<file path="src/ctrlPipe_defs.svh">
`ifndef CTRLPIPE_DEFS_SVH
`define CTRLPIPE_DEFS_SVH

// Instruction and operand width
`define INSTR_W 32

// Coprocessor-0 register count and register number width
`define COP_REGS 16
`define COP_NUM_W 4

`endif
</file>
<file path="src/ctrlPipePkg.sv">
package ctrlPipePkg;

	// One instruction word, read as register fields or as immediate fields
	typedef union packed {
		struct packed {
			logic [5:0] op;
			logic [4:0] rs;
			logic [4:0] rt;
			logic [4:0] rd;
			logic [4:0] shamt;
			logic [5:0] funct;
		} r;
		struct packed {
			logic [5:0]  op;
			logic [4:0]  rs;
			logic [4:0]  rt;
			logic [15:0] imm;
		} i;
	} instrWord_t;

	// Memory operation carried down to the load/store unit
	typedef enum logic [2:0] {
		memNone  = 3'd0,
		memByte  = 3'd1,
		memHalf  = 3'd2,
		memWord  = 3'd3,
		memByteU = 3'd4,
		memHalfU = 3'd5
	} memOp_t;

	// Major opcodes
	localparam logic [5:0] opSpecial = 6'h00;
	localparam logic [5:0] opCop0    = 6'h10;
	localparam logic [5:0] opLb      = 6'h20;
	localparam logic [5:0] opLh      = 6'h21;
	localparam logic [5:0] opLw      = 6'h23;
	localparam logic [5:0] opLbu     = 6'h24;
	localparam logic [5:0] opLhu     = 6'h25;
	localparam logic [5:0] opSb      = 6'h28;
	localparam logic [5:0] opSh      = 6'h29;
	localparam logic [5:0] opSw      = 6'h2B;

	// Function codes under opSpecial
	localparam logic [5:0] functSyscall = 6'h0C;
	localparam logic [5:0] functBreak   = 6'h0D;

	// rs field selects the cop0 move direction
	localparam logic [4:0] rsMfc0 = 5'd0;
	localparam logic [4:0] rsMtc0 = 5'd4;

endpackage

</file>
<file path="src/ctrlPipe.sv">
`timescale 1ns/100ps
`include "ctrlPipe_defs.svh"

module ctrlPipe import ctrlPipePkg::*; (
	input  logic                  phi1,
	input  logic                  rstN,
	input  logic                  inValid,
	output logic                  inReady,
	input  instrWord_t            inInstr,
	input  logic [`INSTR_W-1:0]   inData,
	input  logic                  bKill,
	output logic                  outValid,
	input  logic                  outReady,
	output memOp_t                outMemOp,
	output logic                  outIsLoad,
	output logic                  outIsStore,
	output logic                  outSyscall,
	output logic                  outBreak,
	output logic                  outMvToCop0,
	output logic                  outMvFromCop0,
	output logic [`COP_NUM_W-1:0] outCopNum,
	output logic [15:0]           outOffset,
	output logic [`INSTR_W-1:0]   outData
);

	// Execute stage
	logic                  eValid;
	memOp_t                eMemOp;
	logic                  eIsLoad;
	logic                  eIsStore;
	logic                  eSyscall;
	logic                  eBreak;
	logic                  eMvToCop0;
	logic                  eMvFromCop0;
	logic [`COP_NUM_W-1:0] eCopNum;
	logic [15:0]           eOffset;
	logic [`INSTR_W-1:0]   eData;

	// Memory stage
	logic                  mValid;
	memOp_t                mMemOp;
	logic                  mIsLoad;
	logic                  mIsStore;
	logic                  mSyscall;
	logic                  mBreak;
	logic                  mMvToCop0;
	logic                  mMvFromCop0;
	logic [`COP_NUM_W-1:0] mCopNum;
	logic [15:0]           mOffset;
	logic [`INSTR_W-1:0]   mData;

	logic                  stall;
	logic                  except;

	// Cop0 port
	logic                  we;
	logic [`COP_NUM_W-1:0] wNum;
	logic [`INSTR_W-1:0]   wData;
	logic [`COP_NUM_W-1:0] rNum;
	logic [`INSTR_W-1:0]   rData;

	// Port names match the local wires one for one
	instrDecode uDecode (.*);
	stageDelay  uDelay  (.*);
	memStage    uMem    (.*);
	cop0File    uCop0   (.*);

endmodule

</file>
<file path="src/memStage.sv">
`timescale 1ns/100ps
`include "ctrlPipe_defs.svh"

module memStage import ctrlPipePkg::*; (
	input  logic                  phi1,
	input  logic                  rstN,
	input  logic                  mValid,
	input  memOp_t                mMemOp,
	input  logic                  mIsLoad,
	input  logic                  mIsStore,
	input  logic                  mSyscall,
	input  logic                  mBreak,
	input  logic                  mMvToCop0,
	input  logic                  mMvFromCop0,
	input  logic [`COP_NUM_W-1:0] mCopNum,
	input  logic [15:0]           mOffset,
	input  logic [`INSTR_W-1:0]   mData,
	input  logic                  outReady,
	output logic                  stall,
	output logic                  outValid,
	output memOp_t                outMemOp,
	output logic                  outIsLoad,
	output logic                  outIsStore,
	output logic                  outSyscall,
	output logic                  outBreak,
	output logic                  outMvToCop0,
	output logic                  outMvFromCop0,
	output logic [`COP_NUM_W-1:0] outCopNum,
	output logic [15:0]           outOffset,
	output logic [`INSTR_W-1:0]   outData,
	output logic                  we,
	output logic [`COP_NUM_W-1:0] wNum,
	output logic [`INSTR_W-1:0]   wData,
	output logic [`COP_NUM_W-1:0] rNum,
	input  logic [`INSTR_W-1:0]   rData
);

	// Back-pressure on a full output register freezes the whole pipe
	assign stall = outValid & ~outReady;

	// Cop0 access happens as the instruction moves into the output register
	assign we = ~stall & mValid & mMvToCop0;
	assign wNum = mCopNum;
	assign wData = mData;
	assign rNum = mCopNum;

	always_ff @(posedge phi1 or negedge rstN) begin
		if (!rstN) begin
			outValid <= 1'b0;
			outMemOp <= memNone;
			outIsLoad <= 1'b0;
			outIsStore <= 1'b0;
			outSyscall <= 1'b0;
			outBreak <= 1'b0;
			outMvToCop0 <= 1'b0;
			outMvFromCop0 <= 1'b0;
		end else if (!stall) begin
			outValid <= mValid;
			outMemOp <= mMemOp;
			outIsLoad <= mIsLoad;
			outIsStore <= mIsStore;
			outSyscall <= mSyscall;
			outBreak <= mBreak;
			outMvToCop0 <= mMvToCop0;
			outMvFromCop0 <= mMvFromCop0;
		end
	end

	always_ff @(posedge phi1) begin
		if (!stall) begin
			outCopNum <= mCopNum;
			outOffset <= mOffset;
			// move-from returns the cop0 register instead of the operand
			outData <= mMvFromCop0 ? rData : mData;
		end
	end

	outputHolds: assert property (@(posedge phi1) disable iff (!rstN)
		outValid && !outReady |=> outValid && $stable({outMemOp, outIsLoad, outIsStore,
			outSyscall, outBreak, outMvToCop0, outMvFromCop0, outCopNum, outOffset, outData}))
		else $error("output changed while held by back-pressure");

endmodule

</file>
<file path="src/stageDelay.sv">
`timescale 1ns/100ps
`include "ctrlPipe_defs.svh"

module stageDelay import ctrlPipePkg::*; (
	input  logic                  phi1,
	input  logic                  rstN,
	input  logic                  stall,
	input  logic                  bKill,
	input  logic                  eValid,
	input  memOp_t                eMemOp,
	input  logic                  eIsLoad,
	input  logic                  eIsStore,
	input  logic                  eSyscall,
	input  logic                  eBreak,
	input  logic                  eMvToCop0,
	input  logic                  eMvFromCop0,
	input  logic [`COP_NUM_W-1:0] eCopNum,
	input  logic [15:0]           eOffset,
	input  logic [`INSTR_W-1:0]   eData,
	output logic                  mValid,
	output memOp_t                mMemOp,
	output logic                  mIsLoad,
	output logic                  mIsStore,
	output logic                  mSyscall,
	output logic                  mBreak,
	output logic                  mMvToCop0,
	output logic                  mMvFromCop0,
	output logic [`COP_NUM_W-1:0] mCopNum,
	output logic [15:0]           mOffset,
	output logic [`INSTR_W-1:0]   mData,
	output logic                  except
);

	logic keep;

	// A live trap in the memory slot takes the exception path
	assign except = mValid & (mSyscall | mBreak);

	// Branch kill or exception strips the flags of the entering instruction
	assign keep = ~(bKill | except);

	always_ff @(posedge phi1 or negedge rstN) begin
		if (!rstN) begin
			mValid <= 1'b0;
			mMemOp <= memNone;
			mIsLoad <= 1'b0;
			mIsStore <= 1'b0;
			mSyscall <= 1'b0;
			mBreak <= 1'b0;
			mMvToCop0 <= 1'b0;
			mMvFromCop0 <= 1'b0;
		end else if (!stall) begin
			mValid <= eValid;
			mMemOp <= keep ? eMemOp : memNone;
			mIsLoad <= eIsLoad & keep;
			mIsStore <= eIsStore & keep;
			mSyscall <= eSyscall & keep;
			mBreak <= eBreak & keep;
			mMvToCop0 <= eMvToCop0 & keep;
			mMvFromCop0 <= eMvFromCop0 & keep;
		end
	end

	// Valid bit and payload pass even when cancelled
	always_ff @(posedge phi1) begin
		if (!stall) begin
			mCopNum <= eCopNum;
			mOffset <= eOffset;
			mData <= eData;
		end
	end

	loadStoreExclusive: assert property (@(posedge phi1) disable iff (!rstN)
		mValid |-> !(mIsLoad && mIsStore))
		else $error("memory slot is both a load and a store");

	cancelClears: assert property (@(posedge phi1) disable iff (!rstN)
		!stall && (bKill || except) |=>
			!(mIsLoad || mIsStore || mSyscall || mBreak || mMvToCop0 || mMvFromCop0)
			&& (mMemOp == memNone))
		else $error("cancelled instruction entered memory stage with flags set");

endmodule

</file>
<file path="src/instrDecode.sv">
`timescale 1ns/100ps
`include "ctrlPipe_defs.svh"

module instrDecode import ctrlPipePkg::*; (
	input  logic                  phi1,
	input  logic                  rstN,
	input  logic                  inValid,
	output logic                  inReady,
	input  instrWord_t            inInstr,
	input  logic [`INSTR_W-1:0]   inData,
	input  logic                  stall,
	output logic                  eValid,
	output memOp_t                eMemOp,
	output logic                  eIsLoad,
	output logic                  eIsStore,
	output logic                  eSyscall,
	output logic                  eBreak,
	output logic                  eMvToCop0,
	output logic                  eMvFromCop0,
	output logic [`COP_NUM_W-1:0] eCopNum,
	output logic [15:0]           eOffset,
	output logic [`INSTR_W-1:0]   eData
);

	logic   accept;
	memOp_t dMemOp;
	logic   dIsLoad;
	logic   dIsStore;
	logic   dSyscall;
	logic   dBreak;
	logic   dMvTo;
	logic   dMvFrom;

	assign inReady = ~stall;
	assign accept = inValid & inReady;

	// Loads and stores come from the immediate view
	always_comb begin
		case (inInstr.i.op)
			opLb, opSb: dMemOp = memByte;
			opLh, opSh: dMemOp = memHalf;
			opLw, opSw: dMemOp = memWord;
			opLbu:      dMemOp = memByteU;
			opLhu:      dMemOp = memHalfU;
			default:    dMemOp = memNone;
		endcase
		dIsLoad = inInstr.i.op inside {opLb, opLh, opLw, opLbu, opLhu};
		dIsStore = inInstr.i.op inside {opSb, opSh, opSw};
	end

	// Traps and cop0 moves come from the register view
	assign dSyscall = (inInstr.r.op == opSpecial) && (inInstr.r.funct == functSyscall);
	assign dBreak = (inInstr.r.op == opSpecial) && (inInstr.r.funct == functBreak);
	assign dMvTo = (inInstr.r.op == opCop0) && (inInstr.r.rs == rsMtc0);
	assign dMvFrom = (inInstr.r.op == opCop0) && (inInstr.r.rs == rsMfc0);

	// Execute-stage control, a bubble when nothing is accepted
	always_ff @(posedge phi1 or negedge rstN) begin
		if (!rstN) begin
			eValid <= 1'b0;
			eMemOp <= memNone;
			eIsLoad <= 1'b0;
			eIsStore <= 1'b0;
			eSyscall <= 1'b0;
			eBreak <= 1'b0;
			eMvToCop0 <= 1'b0;
			eMvFromCop0 <= 1'b0;
		end else if (!stall) begin
			eValid <= accept;
			eMemOp <= accept ? dMemOp : memNone;
			eIsLoad <= accept & dIsLoad;
			eIsStore <= accept & dIsStore;
			eSyscall <= accept & dSyscall;
			eBreak <= accept & dBreak;
			eMvToCop0 <= accept & dMvTo;
			eMvFromCop0 <= accept & dMvFrom;
		end
	end

	// Payload, cop0 register number taken from rd
	always_ff @(posedge phi1) begin
		if (accept) begin
			eCopNum <= inInstr.r.rd[`COP_NUM_W-1:0];
			eOffset <= inInstr.i.imm;
			eData <= inData;
		end
	end

	mvDirExclusive: assert property (@(posedge phi1) disable iff (!rstN)
		!(eMvToCop0 && eMvFromCop0))
		else $error("execute slot holds both move-to and move-from cop0");

endmodule

</file>
<file path="src/cop0File.sv">
`timescale 1ns/100ps
`include "ctrlPipe_defs.svh"

module cop0File (
	input  logic                  phi1,
	input  logic                  rstN,
	input  logic                  we,
	input  logic [`COP_NUM_W-1:0] wNum,
	input  logic [`INSTR_W-1:0]   wData,
	input  logic [`COP_NUM_W-1:0] rNum,
	output logic [`INSTR_W-1:0]   rData
);

	logic [`INSTR_W-1:0] regs [`COP_REGS];

	// All cop0 registers come up as zero
	always_ff @(posedge phi1 or negedge rstN) begin
		if (!rstN) begin
			for (int idx = 0; idx < `COP_REGS; idx++) begin
				regs[idx] <= '0;
			end
		end else if (we) begin
			regs[wNum] <= wData;
		end
	end

	// Read is combinational, old value seen on a same-edge write
	assign rData = regs[rNum];

endmodule

</file>
<file path="config.mk">
export PLATFORM = sky130hd
export DESIGN_NAME = ctrlPipe
export DESIGN_NICKNAME = d
export VERILOG_FILES = /design/src/ctrlPipePkg.sv /design/src/ctrlPipe.sv /design/src/memStage.sv /design/src/stageDelay.sv /design/src/instrDecode.sv /design/src/cop0File.sv
export VERILOG_INCLUDE_DIRS = /design/src
export SDC_FILE = /design/constraint.sdc
export NUM_CORES = 1
export LEC_CHECK = 0
export BUFFER_PORTS_ARGS = -buffer_cell sky130_fd_sc_hd__buf_2
export CORE_ASPECT_RATIO = 0.8
export CORE_MARGIN = 4
export CORE_UTILIZATION = 41
export DETAILED_ROUTE_END_ITERATION = 8
export RECOVER_POWER = 100
export SLEW_MARGIN = 15
export SYNTH_ARGS = -nofsm -noshare
export SYNTH_HDL_FRONTEND = slang
export SYNTH_SLANG_ARGS = --single-unit
</file>
<file path="constraint.sdc">
create_clock -name phi1 -period 7.9 [get_ports phi1]
set_input_delay 1.185 -clock phi1 [delete_from_list [all_inputs] [get_ports phi1]]
set_output_delay 1.185 -clock phi1 [all_outputs]
set_load 0.005 [all_outputs]
</file>
==> key figures, run 1 <==
Min path
  • Hold path depth: 0
  • Hold Crit Endpoint: uDelay.mOffset[1]$_DFFE_PN_
  • Hold Path Origin: uDecode.eOffset[1]$_DFFE_PP_
  • Worst Hold Class: flip-flop to flip-flop

Floorplanning
  • Die area: between 70000 and 80000 sq um
  • Rows: 87
  • Core ar.: about 70000 sq um
  • Chip width: 306 microns
  • Num ports: between 100 and 150
  • Die extent in y: around 250 microns
  • Initial Util: 41.4%

Detailed routing
  • Wirelength, routed: 69100 microns
  • Vias post-DR: ~16000
  • Detailed Routing Iterations Pass 1: 5
  • Drt drc: 0
  • First DRT Iteration DRCs: about 1100
  • Wire per inst: ~23 microns
  • Routed Antenna Nets: 0
  • Vias per inst: roughly 5.5

CTS
  • Clock Sinks: 686
  • Post-CTS setup buffers: 0
  • Clock Tree Buf Depth: 3
  • CTS buffer count: 72
  • Clock slew at reported path FFs: ~0.060 ns
  • Clock latency on the worst-skew pair: approximately 0.60 ns
  • CTS tree: yes
  • # hold bufs at CTS: 0
  • Cts repair resizes: 0
  • H-tree depth: 3
  • Root Buffer: clkbuf_16

Worst setup path
  • Worst r2r src: uMem.outValid$_DFFE_PN0N_
  • Slowest CP cell: clkbuf_1
  • Worst EP required: 8.37 ns
  • Crit Path Max Fanout: 76
  • Setup slack, reg-to-reg: approximately 2.4 ns
  • Critical path's largest stage delay: between 1.5 and 2 ns
  • CP Data Arrival Time: a little over 6 ns
  • CP Cell Sequence: buf_2 -> nor2b_2 -> clkbuf_1 -> inv_6 -> nand4_1 -> nor2_1 -> clkbuf_1 -> mux2_2
  • CP most frequent cell: clkbuf_1
  • CP Capture Type: flip-flop
  • Worst r2r path cells: 7
  • Crit start category: primary input
  • Worst reg2reg path endpoint: uCop0.regs[140]$_DFFE_PN0P_
  • CP Class: primary input to flip-flop

Yosys
  • Asr flop ratio synth: between 70% and 80%
  • Seq/Total Area, Yosys: 61.2%
  • Syn_area_per_cell: 15.5 sq um
  • Main flop type after synthesis: dfrtp_1
  • Post-synth EDFFs: 144
  • FF+latch count, synth: slightly below 700
  • Ys Warns: 0
  • Synth Cell Area: just under 30000 sq um
  • Post-Syn Instances: between 1500 and 2000
  • Distinct cell type count after synthesis: 43
  • Synth Net Count: approximately 2000

GRT
  • Largest net degree at the start of global routing: 170
  • Total GRT Usage: 18.6%
  • Initial antenna violation count: 1
  • GRT Residual Overflow: 0
  • Vias in the first global route: 17500
  • First-pass GRT wire length: roughly 110000 microns

STA
  • Tightest Pin Transition: 3.56 ns
  • Final period util: a little under three quarters
  • Slew HR: -138%
  • Post-route setup slack: around 2.3 ns
  • Final Hold Fails: 0
  • Slew Limit Fails: approximately 540
  • Hold WS: about 0.42 ns
  • Unrepaired setup endpoints after global routing: no
  • Fmax: 177 MHz
  • Final min period: about 5.6 ns
  • Setup TNS: 0 ns
  • Setup Skew: 0.0161 ns
  • # setup viols final: 0

Run
  • Max cap viols: 13

Place
  • DP Worst Slack: between 3 and 4 ns
  • I/O Buffers: between 100 and 150
  • RePlAce Congestion: ~0.73
  • Hpwl dp: 38500 microns

Run status
  • Violated checks: capacitance limit, slew limit
  • Status: finished, violations left

Power and ir drop
  • VDD IR max: roughly 0.00019 V
  • Pleak: 15.2 nW
  • Power density cells: roughly 250 nW/um^2

Final layout
  • Number of diodes: 0
  • Share of cells above drive strength 1: a little under two fifths
  • Layout area overhead: 12.1%
  • Final nets: between 2000 and 2500
  • Fill cells: roughly 6200
[placed cells by master (no fill, tap or decap), drive strengths merged, types with 18 or more instances in the layout]
master and n:
dfrtp 542, o22ai 36, nand2 87, nand3 21, clkinv 19, mux4 60
a2bb2oi 18, mux2i 136, edfxtp 144, a31oi 32, buf 106, mux2 526
nor2 66, clkbuf 158
[sequential cells by signal (all words and copies together) (netlist names), 3 cells and up]
signal,count
uMem.outOffset,16
uDelay.mData,32
uDecode.eData,32
uMem.outData,32
uDelay.mOffset,16
uDecode.eMemOp,3
uCop0.regs,512
uDecode.eOffset,16
uMem.outMemOp,3
uDelay.mMemOp,3
[synth_stat cells, types with 2 or more instances]
| cell | count | area share [%] |
|---|---|---|
| a22o_1 | 10 | 0.30 |
| a2bb2oi_1 | 18 | 0.54 |
| a31oi_1 | 32 | 0.69 |
| a32o_1 | 3 | 0.10 |
| buf_1 | 4 | 0.051 |
| buf_2 | 48 | 0.82 |
| buf_4 | 42 | 1.1 |
| clkbuf_1 | 56 | 0.72 |
| dfrtp_1 | 542 | 46 |
| edfxtp_1 | 144 | 15 |
| inv_1 | 5 | 0.064 |
| mux2_1 | 44 | 1.7 |
| mux2_2 | 482 | 19 |
| mux2i_1 | 136 | 4.7 |
| mux4_2 | 60 | 4.6 |
| nand2_1 | 87 | 1.1 |
| nand2b_1 | 2 | 0.043 |
| nand3_1 | 21 | 0.36 |
| nand3b_1 | 2 | 0.051 |
| nand4_2 | 3 | 0.13 |
| nor2_1 | 57 | 0.73 |
| nor2_2 | 9 | 0.19 |
| nor2b_1 | 4 | 0.086 |
| nor3_1 | 3 | 0.051 |
| nor3_2 | 3 | 0.10 |
| nor3b_1 | 2 | 0.051 |
| o2111ai_1 | 2 | 0.060 |
| o21ai_0 | 5 | 0.086 |
| o221a_2 | 14 | 0.54 |
| o22ai_1 | 36 | 0.77 |
| or3b_2 | 2 | 0.060 |
[cells by family (layout without fill, tap and decap cells)]
family,after synthesis,count (layout),share of synthesized area [%]
muxes,722,722,29.6
DFF,686,686,61.2
and+or+nand+nor,203,203,3.27
buffers and inverters,156,300,2.75
AOI/OAI and AO/OA,123,123,3.17
[area by class of cell]
cell class	instances	area (sq um)	share of cell area [%]
Multi-Input combinational cell	1048	10500	31.9
Clock buffer	102	2040	6.22
Inverter	6	27.5	0.0841
Tap cell	934	1170	3.57
Timing Repair Buffer	162	852	2.60
Sequential cell	686	17900	54.6
Clock inverter	30	309	0.944
[worst max-delay path: cells and delay by family]
| kind | cells | cell delay (ns) |
|---|---|---|
| buffers and inverters | 4 | 3.36 |
| and+or+nand+nor | 3 | 1.04 |
| muxes | 1 | 0.47 |
[where the power goes]
part           switching [mW]  internal, mW
Sequential              0.180          3.82
Combinational           0.478         0.213
Clock                    1.37          2.00
Total                    2.03          6.03
[how the worst max path moves through the flow]
| stage | start | end | depth (start not counted) |
|---|---|---|---|
| after floorplan | outReady | inReady | 4 |
| after global placement | outReady | uCop0.regs[47]$_DFFE_PN0P_ | 8 |
| after detailed placement | outReady | uCop0.regs[47]$_DFFE_PN0P_ | 8 |
| after CTS | uDelay.mOffset[12]$_DFFE_PN_ | uCop0.regs[61]$_DFFE_PN0P_ | 6 |
| after global routing | outReady | uCop0.regs[140]$_DFFE_PN0P_ | 8 |
| final | outReady | uCop0.regs[140]$_DFFE_PN0P_ | 8 |
[stage by stage]
step	utilization (%)	instances	cell area, sq um	power, mW
4_1_cts	46.8	2968	33000	8.20
3_5_place_dp	43.5	2836	30700	4.79
6_report	46.4	2968	32700	8.05
2_1_floorplan	-	1890	29200	4.42
5_1_grt	46.4	2968	32700	8.39
3_3_place_gp	43.5	2836	30700	4.77
[metal layers]
| metal | global-route usage (%) | wire, microns | vias up | share of wire (%) |
|---|---|---|---|---|
| li1 | - | - | 7160 | - |
| met1 | 26.2 | 32200 | 8626 | 47 |
| met2 | 29.7 | 32200 | 328 | 47 |
| met3 | 3.45 | 3070 | 118 | 4.4 |
| met4 | 4.95 | 1610 | 0 | 2.3 |
| met5 | 0 | 0 | - | 0 |
No activity file was read; power rests on OpenSTA's default activity.
==> inputs of run 2 (changes only) <==
--- a/config.mk
+++ b/config.mk
@@ -6,6 +6,7 @@
 export SDC_FILE = /design/constraint.sdc
 export NUM_CORES = 1
 export LEC_CHECK = 0
+export ABC_AREA = 1
 export BUFFER_PORTS_ARGS = -buffer_cell sky130_fd_sc_hd__buf_2
 export CORE_ASPECT_RATIO = 0.8
 export CORE_MARGIN = 4
==> constraint.sdc (replaced) <==
create_clock -name phi1 -period 5 [get_ports phi1]
set_input_delay 0.75 -clock phi1 [delete_from_list [all_inputs] [get_ports phi1]]
set_output_delay 0.75 -clock phi1 [all_outputs]
set_load 0.005 [all_outputs]
==> key figures, run 2 <==
STA
  • Slew HR: -86.1%
  • Unrepaired setup endpoints after global routing: no
  • Hold WS: between 0.3 and 0.4 ns
  • Final period util: between 70% and 80%
  • Fmax: 261 MHz
  • Tightest Pin Transition: approximately 2.8 ns
  • Setup Skew: roughly 0.015 ns
  • Setup TNS: 0 ns
  • Final min period: ~3.8 ns
  • Slew Limit Fails: approximately 550
  • # setup viols final: 0
  • Final Hold Fails: 0

Yosys
  • Count leader, synth: nand2_1
  • Ys Warns: 0
  • Syn_area_per_cell: ~8.3 sq um
  • Synth top area share: roughly 45%
  • FF+latch count, synth: 686
  • Synth Cell Area: about 30000 sq um
  • Commonest cells post-synth: nand2_1 (1279), nor2_1 (584), dfrtp_1 (542)
  • Main flop type after synthesis: dfrtp_1
  • Asr flop ratio synth: around four fifths
  • Synth area leaders: dfrtp_1 (45%), nand2_1 (16%), edfxtp_1 (14%), nor2_1 (7.3%), a21oi_1 (4.8%)
  • Synth Net Count: ~3700
  • Seq/Total Area, Yosys: between 50% and 60%
  • Post-synth EDFFs: around 140
  • Distinct cell type count after synthesis: 26
  • Largest area contributor in the netlist: dfrtp_1
  • Post-Syn Instances: about 3600

Final layout
  • Largest Register: uCop0.regs
  • Commonest non-fill, non-tap cell in the layout: nand2_1
  • Fill cells: 7113
  • Layout area overhead: 11.2%
  • Share of cells above drive strength 1: under 10%
  • Fin util: a little under half
  • Number of diodes: 0
  • Commonest cells after routing, fill and taps aside: nand2_1 (1282), nor2_1 (590), dfrtp_1 (541)
  • Final nets: 3715
  • Layout Cells excl Fill: around 4600
  • Largest register FFs: 512

Worst setup path
  • CP Capture Type: flip-flop
  • CP Class: flip-flop to flip-flop
  • Setup crit end: uMem.outData[13]$_DFFE_PN_
  • Crit Path Max Fanout: 71
  • Setup slack, reg-to-reg: ~1.2 ns
  • CP startpoint: uDelay.mOffset[12]$_DFFE_PN_
  • Worst r2r src: uDelay.mOffset[12]$_DFFE_PN_
  • Crit start category: flip-flop
  • Worst r2r path cells: 8
  • Worst reg2reg path endpoint: uMem.outData[13]$_DFFE_PN_
  • CP Data Arrival Time: ~4.2 ns
  • Worst EP required: 5.34 ns

Detailed routing
  • First DRT Iteration DRCs: 1894
  • Wirelength, routed: between 70000 and 80000 microns
  • Wire per inst: 16.8 microns
  • Vias per inst: between 4 and 5
  • Detailed Routing Iterations Pass 1: 8
  • Drt drc: 0
  • Routed Antenna Nets: 0
  • Vias post-DR: approximately 23000

Power and ir drop
  • Pleak: ~17 nW
  • Power density cells: 390 nW/um^2
  • VDD IR max: roughly 0.00029 V

GRT
  • Largest net degree at the start of global routing: 169
  • GRT Residual Overflow: 0
  • Vias in the first global route: between 20000 and 25000
  • Initial antenna violation count: 0
  • First-pass GRT wire length: 123000 microns
  • Total GRT Usage: 20.0%

CTS
  • Clock latency on the worst-skew pair: roughly 0.61 ns
  • H-tree depth: 3
  • CTS tree: yes
  • # hold bufs at CTS: 0
  • Post-CTS setup buffers: 0
  • Clock Tree Buf Depth: 3
  • CTS buffer count: 67
  • Clock Sinks: 686
  • Clock slew at reported path FFs: 0.07 ns
  • Root Buffer: clkbuf_16
  • Cts repair resizes: 0

Place
  • I/O Buffers: about 130
  • RePlAce Congestion: about 0.8
  • Hpwl dp: 45000 microns
  • Placed Cells: 4522

Run
  • Max cap viols: 10

Floorplanning
  • Core ar.: between 70000 and 80000 sq um
  • Num ports: roughly 130
  • Rows: between 80 and 90
  • Initial Util: about two fifths
  • Die area: ~80000 sq um
  • Die extent in y: 250 microns
  • Chip width: 311 microns

Run status
  • Violated checks: capacitance limit, slew limit
  • Status: finished, violations left

Min path
  • Hold Path Origin: inData[27]
  • Worst Hold Class: primary input to flip-flop
[run 2: cell count changes after synthesis, moves of 36 or more]
cell      before   now
o22ai_1       36     0
nor2_1        57   584
clkbuf_1      56   119
inv_1          5   213
mux2_2       482     0
mux2_1        44     0
mux2i_1      136     0
buf_4         42     4
o21ai_0        5   268
mux4_2        60     0
nand2_1       87  1279
a21oi_1        0   290
buf_2         48    91
[run 2: kinds of logic after synthesis]
logic type             after synthesis  share of synthesized area (%)
buffers and inverters              449                           6.06
AND/OR/NAND/NOR                   1940                           25.0
AO/OA/AOI/OAI                      561                           9.37
flip-flops                         686                           59.5
[run 2: where the power goes]
part           total (mW)  switching, mW  leakage [nW]  internal (mW)
combinational        1.53           1.21          7.35          0.330
clock                5.21           2.15          1.10           3.05
sequential           6.30          0.225          8.16           6.07
[run 2: final cells by class]
cell class | count | area [sq um] | share of cell area [%]
flip-flops and latches | 686 | 17900 | 53.5
multi-input cells | 2501 | 10300 | 30.8
clock buffers | 97 | 1970 | 5.91
well taps | 945 | 1180 | 3.54
repair buffers | 174 | 1020 | 3.05
inverters | 216 | 817 | 2.44
clock inverters | 22 | 259 | 0.775
[run 2: worst min-delay path by stage]
stage,slack (ns),endpoint,cells past startpoint
2_1_floorplan,0.40,uDelay.mData[0]$_DFFE_PN_,0
3_3_place_gp,0.40,uDelay.mOffset[7]$_DFFE_PN_,0
3_5_place_dp,0.40,uDelay.mData[13]$_DFFE_PN_,0
4_1_cts,0.21,uCop0.regs[300]$_DFFE_PN0P_,1
5_1_grt,0.29,uDecode.eData[28]$_DFFE_PP_,1
6_report,0.31,uDecode.eData[27]$_DFFE_PP_,1
[run 2: worst max-delay path: stages, from the launching register on]
cell	delay (ns)
edfxtp_1	0.74
clkinv_2	0.60
clkbuf_2	1.19
nand2_1	0.36
nand2_1	0.10
nand2_1	0.07
nand3_1	0.20
nor2_1	0.14
nor2_1	0.09
[run 2: through the flow]
step | cell area, sq um | setup WS (ns) | total power, mW
floorplan | 30000 | 0.295 | 7.26
global placement | 31400 | 1.88 | 7.99
detailed placement | 31400 | 1.85 | 7.99
CTS | 33700 | 1.96 | 13.2
global route | 33400 | 0.923 | 13.6
finish | 33400 | 1.17 | 13.0
[run 2: routing by layer]
metal / wire length [microns] / GRT usage [%] / vias up
met3: 3750 / 3.05 / 106
met4: 1730 / 5.01 / 0
met5: 0 / 0 / -
met1: 37000 / 29.2 / 10600
li1: - / - / 11400
met2: 35300 / 31.5 / 494
==> inputs of run 3 (changes only) <==
==> constraint.sdc (replaced) <==
create_clock -name phi1 -period 3.3 [get_ports phi1]
set_input_delay 0.495 -clock phi1 [delete_from_list [all_inputs] [get_ports phi1]]
set_output_delay 0.495 -clock phi1 [all_outputs]
set_load 0.005 [all_outputs]
==> key figures, run 3 (synthesis gave the netlist of run 2 again) <==
Final layout
  • Commonest non-fill, non-tap cell in the layout: nand2_1
  • Layout Cells excl Fill: around 4700
  • Largest Register: uCop0.regs
  • Largest register FFs: slightly above 500
  • Commonest cells after routing, fill and taps aside: nand2_1 (1281), nor2_1 (588), dfrtp_1 (541)
  • Number of diodes: 0
  • Final nets: about 3700
  • Share of cells above drive strength 1: 7.13%
  • Fill cells: ~7100
  • Layout area overhead: 12.1%
  • Fin util: a little under half

CTS
  • Post-CTS setup buffers: 0
  • Clock Sinks: roughly 700
  • CTS tree: yes
  • Clock Tree Buf Depth: 3
  • CTS buffer count: between 60 and 70
  • Clock slew at reported path FFs: around 0.06 ns
  • Root Buffer: clkbuf_16
  • Clock latency on the worst-skew pair: 0.62 ns
  • H-tree depth: 3

Run
  • Max cap viols: 0

Floorplanning
  • Initial Util: just over 40%
  • Die area: ~78000 sq um
  • Num ports: approximately 130
  • Chip width: between 300 and 400 microns
  • Core ar.: 72300 sq um
  • Rows: 88
  • Die extent in y: approximately 250 microns

Power and ir drop
  • Power density cells: 594 nW/um^2
  • Pleak: ~17 nW
  • Sw frac: ~28%
  • Clk pwr share: around two fifths
  • VDD IR max: approximately 0.00040 V
  • Switch Pwr: roughly 5.5 mW
  • Int Power: 14.5 mW
  • Combinational Power Share: about an eighth
  • Sequential share of power: roughly 48%

Worst setup path
  • WP buf/inv: 2
  • Worst EP required: about 3.7 ns
  • Slowest CP cell: clkbuf_1
  • CP Data Arrival Time: about 3 ns
  • CP Capture Type: flip-flop
  • Critical path's largest stage delay: between 0.7 and 0.8 ns
  • CP Cell Sequence: inv_4 -> nand2_1 -> clkbuf_1 -> nor2_1 -> nor2_1 -> nand2_1 -> nand2_1 -> nand2_1 -> nor2_1 -> nor2_1
  • CP top delay family: simple AND/OR/NAND/NOR gates
  • Crit start category: flip-flop
  • Crit Path Max Fanout: 16
  • CP Class: flip-flop to flip-flop

GRT
  • Vias in the first global route: approximately 22000
  • Total GRT Usage: 20.4%
  • Largest net degree at the start of global routing: around 120
  • Initial antenna violation count: 1
  • GRT Residual Overflow: 0
  • First-pass GRT wire length: ~130000 microns

Detailed routing
  • Vias per inst: between 4 and 5
  • Drt drc: 0
  • Routed Antenna Nets: 0
  • Detailed Routing Iterations Pass 1: 7
  • First DRT Iteration DRCs: 1978
  • Wire per inst: about 17 microns
  • Wirelength, routed: around 80000 microns
  • Vias post-DR: 22800

Place
  • Placed Cells: around 4600
  • Hpwl dp: 46200 microns
  • I/O Buffers: roughly 130
  • RePlAce Congestion: about 0.77

Run status
  • Status: completed

STA
  • Tightest Pin Transition: approximately 1.4 ns
  • Fmax: between 300 and 400 MHz
  • Hold WS: between 0.04 and 0.05 ns
  • Unrepaired setup endpoints after global routing: no
  • # setup viols final: 0
  • Slew Limit Fails: 0
  • Final period util: 81.3%
  • Setup Skew: around 0.029 ns
  • Slew HR: between 7 and 8%
  • Final min period: 2.68 ns
  • Setup TNS: 0 ns
  • Final Hold Fails: 0

Min path
  • Worst Hold Class: primary input to flip-flop
[run 3: changes by cell type in the layout (fill, tap and decap cells not counted), moves of 3 or more]
cell       before  now
inv_6           1    4
clkbuf_1       69   79
bufinv_16       6    9
clkbuf_8       10    5
clkbuf_2        9   17
buf_4          20   27
clkbuf_4        0    3
buf_2          81   84
[run 3: worst paths after layout]
check | startpoint | cells past startpoint | to | slack [ns]
max | uDelay.mOffset[11]$_DFFE_PN_ | 10 | uMem.outData[16]$_DFFE_PN_ | 0.62
min | inData[29] | 1 | uDecode.eData[29]$_DFFE_PP_ | 0.05
max reg2reg | uDelay.mOffset[11]$_DFFE_PN_ | 10 | uMem.outData[16]$_DFFE_PN_ | 0.62
min reg2reg | uDelay.mOffset[3]$_DFFE_PN_ | 0 | uMem.outOffset[3]$_DFFE_PN_ | 0.41
max in group asynchronous | rstN | 3 | uDelay.mMvFromCop0$_DFFE_PN0N_ | 0.78
min in group asynchronous | rstN | 2 | uCop0.regs[424]$_DFFE_PN0P_ | 0.52
[run 3: what timing repair did]
| action | 4_1_cts | 5_1_grt |
|---|---|---|
| hold buffers | 1 | 0 |
| setup endpoints to repair | 0 | 0 |
| endpoints found under the hold margin | 74 | 0 |
| gates resized for setup | 0 | 0 |
[run 3: power groups by stage]
| stage | Combinational, mW | Clock, mW | Sequential (mW) |
|---|---|---|---|
| 2_1_floorplan | 1.42 | 0 | 9.57 |
| 3_3_place_gp | 2.48 | 0 | 9.70 |
| 3_5_place_dp | 2.48 | 0 | 9.70 |
| 4_1_cts | 2.49 | 8.24 | 9.54 |
| 5_1_grt | 2.66 | 8.60 | 9.59 |
| 6_report | 2.40 | 8.07 | 9.55 |
[run 3: cell type report]
type	instances	area [sq um]	share of cell area, %
Clock inverter	32	408	1.21
Tap cell	945	1180	3.51
Inverter	216	817	2.43
Sequential cell	686	17900	53.1
Multi-Input combinational cell	2501	10300	30.6
Clock buffer	93	1890	5.61
Timing Repair Buffer	204	1180	3.52
[run 3: metrics by stage]
step	instance area (sq um)	total power [mW]	worst slack [ns]
2_1_floorplan	30100	11.0	0.572
3_3_place_gp	31700	12.2	0.923
3_5_place_dp	31700	12.2	0.874
4_1_cts	34000	20.3	0.849
5_1_grt	33700	20.9	0.363
6_report	33700	20.0	0.616
[run 3: per-layer routing]
| metal | global-route usage [%] | vias to the layer above | share of wire, % |
|---|---|---|---|
| met5 | 0 | - | 0 |
| met4 | 4.38 | 0 | 1.6 |
| met3 | 2.70 | 92 | 4.3 |
| met2 | 32.5 | 438 | 45 |
| met1 | 30.1 | 10900 | 49 |
| li1 | - | 11400 | - |
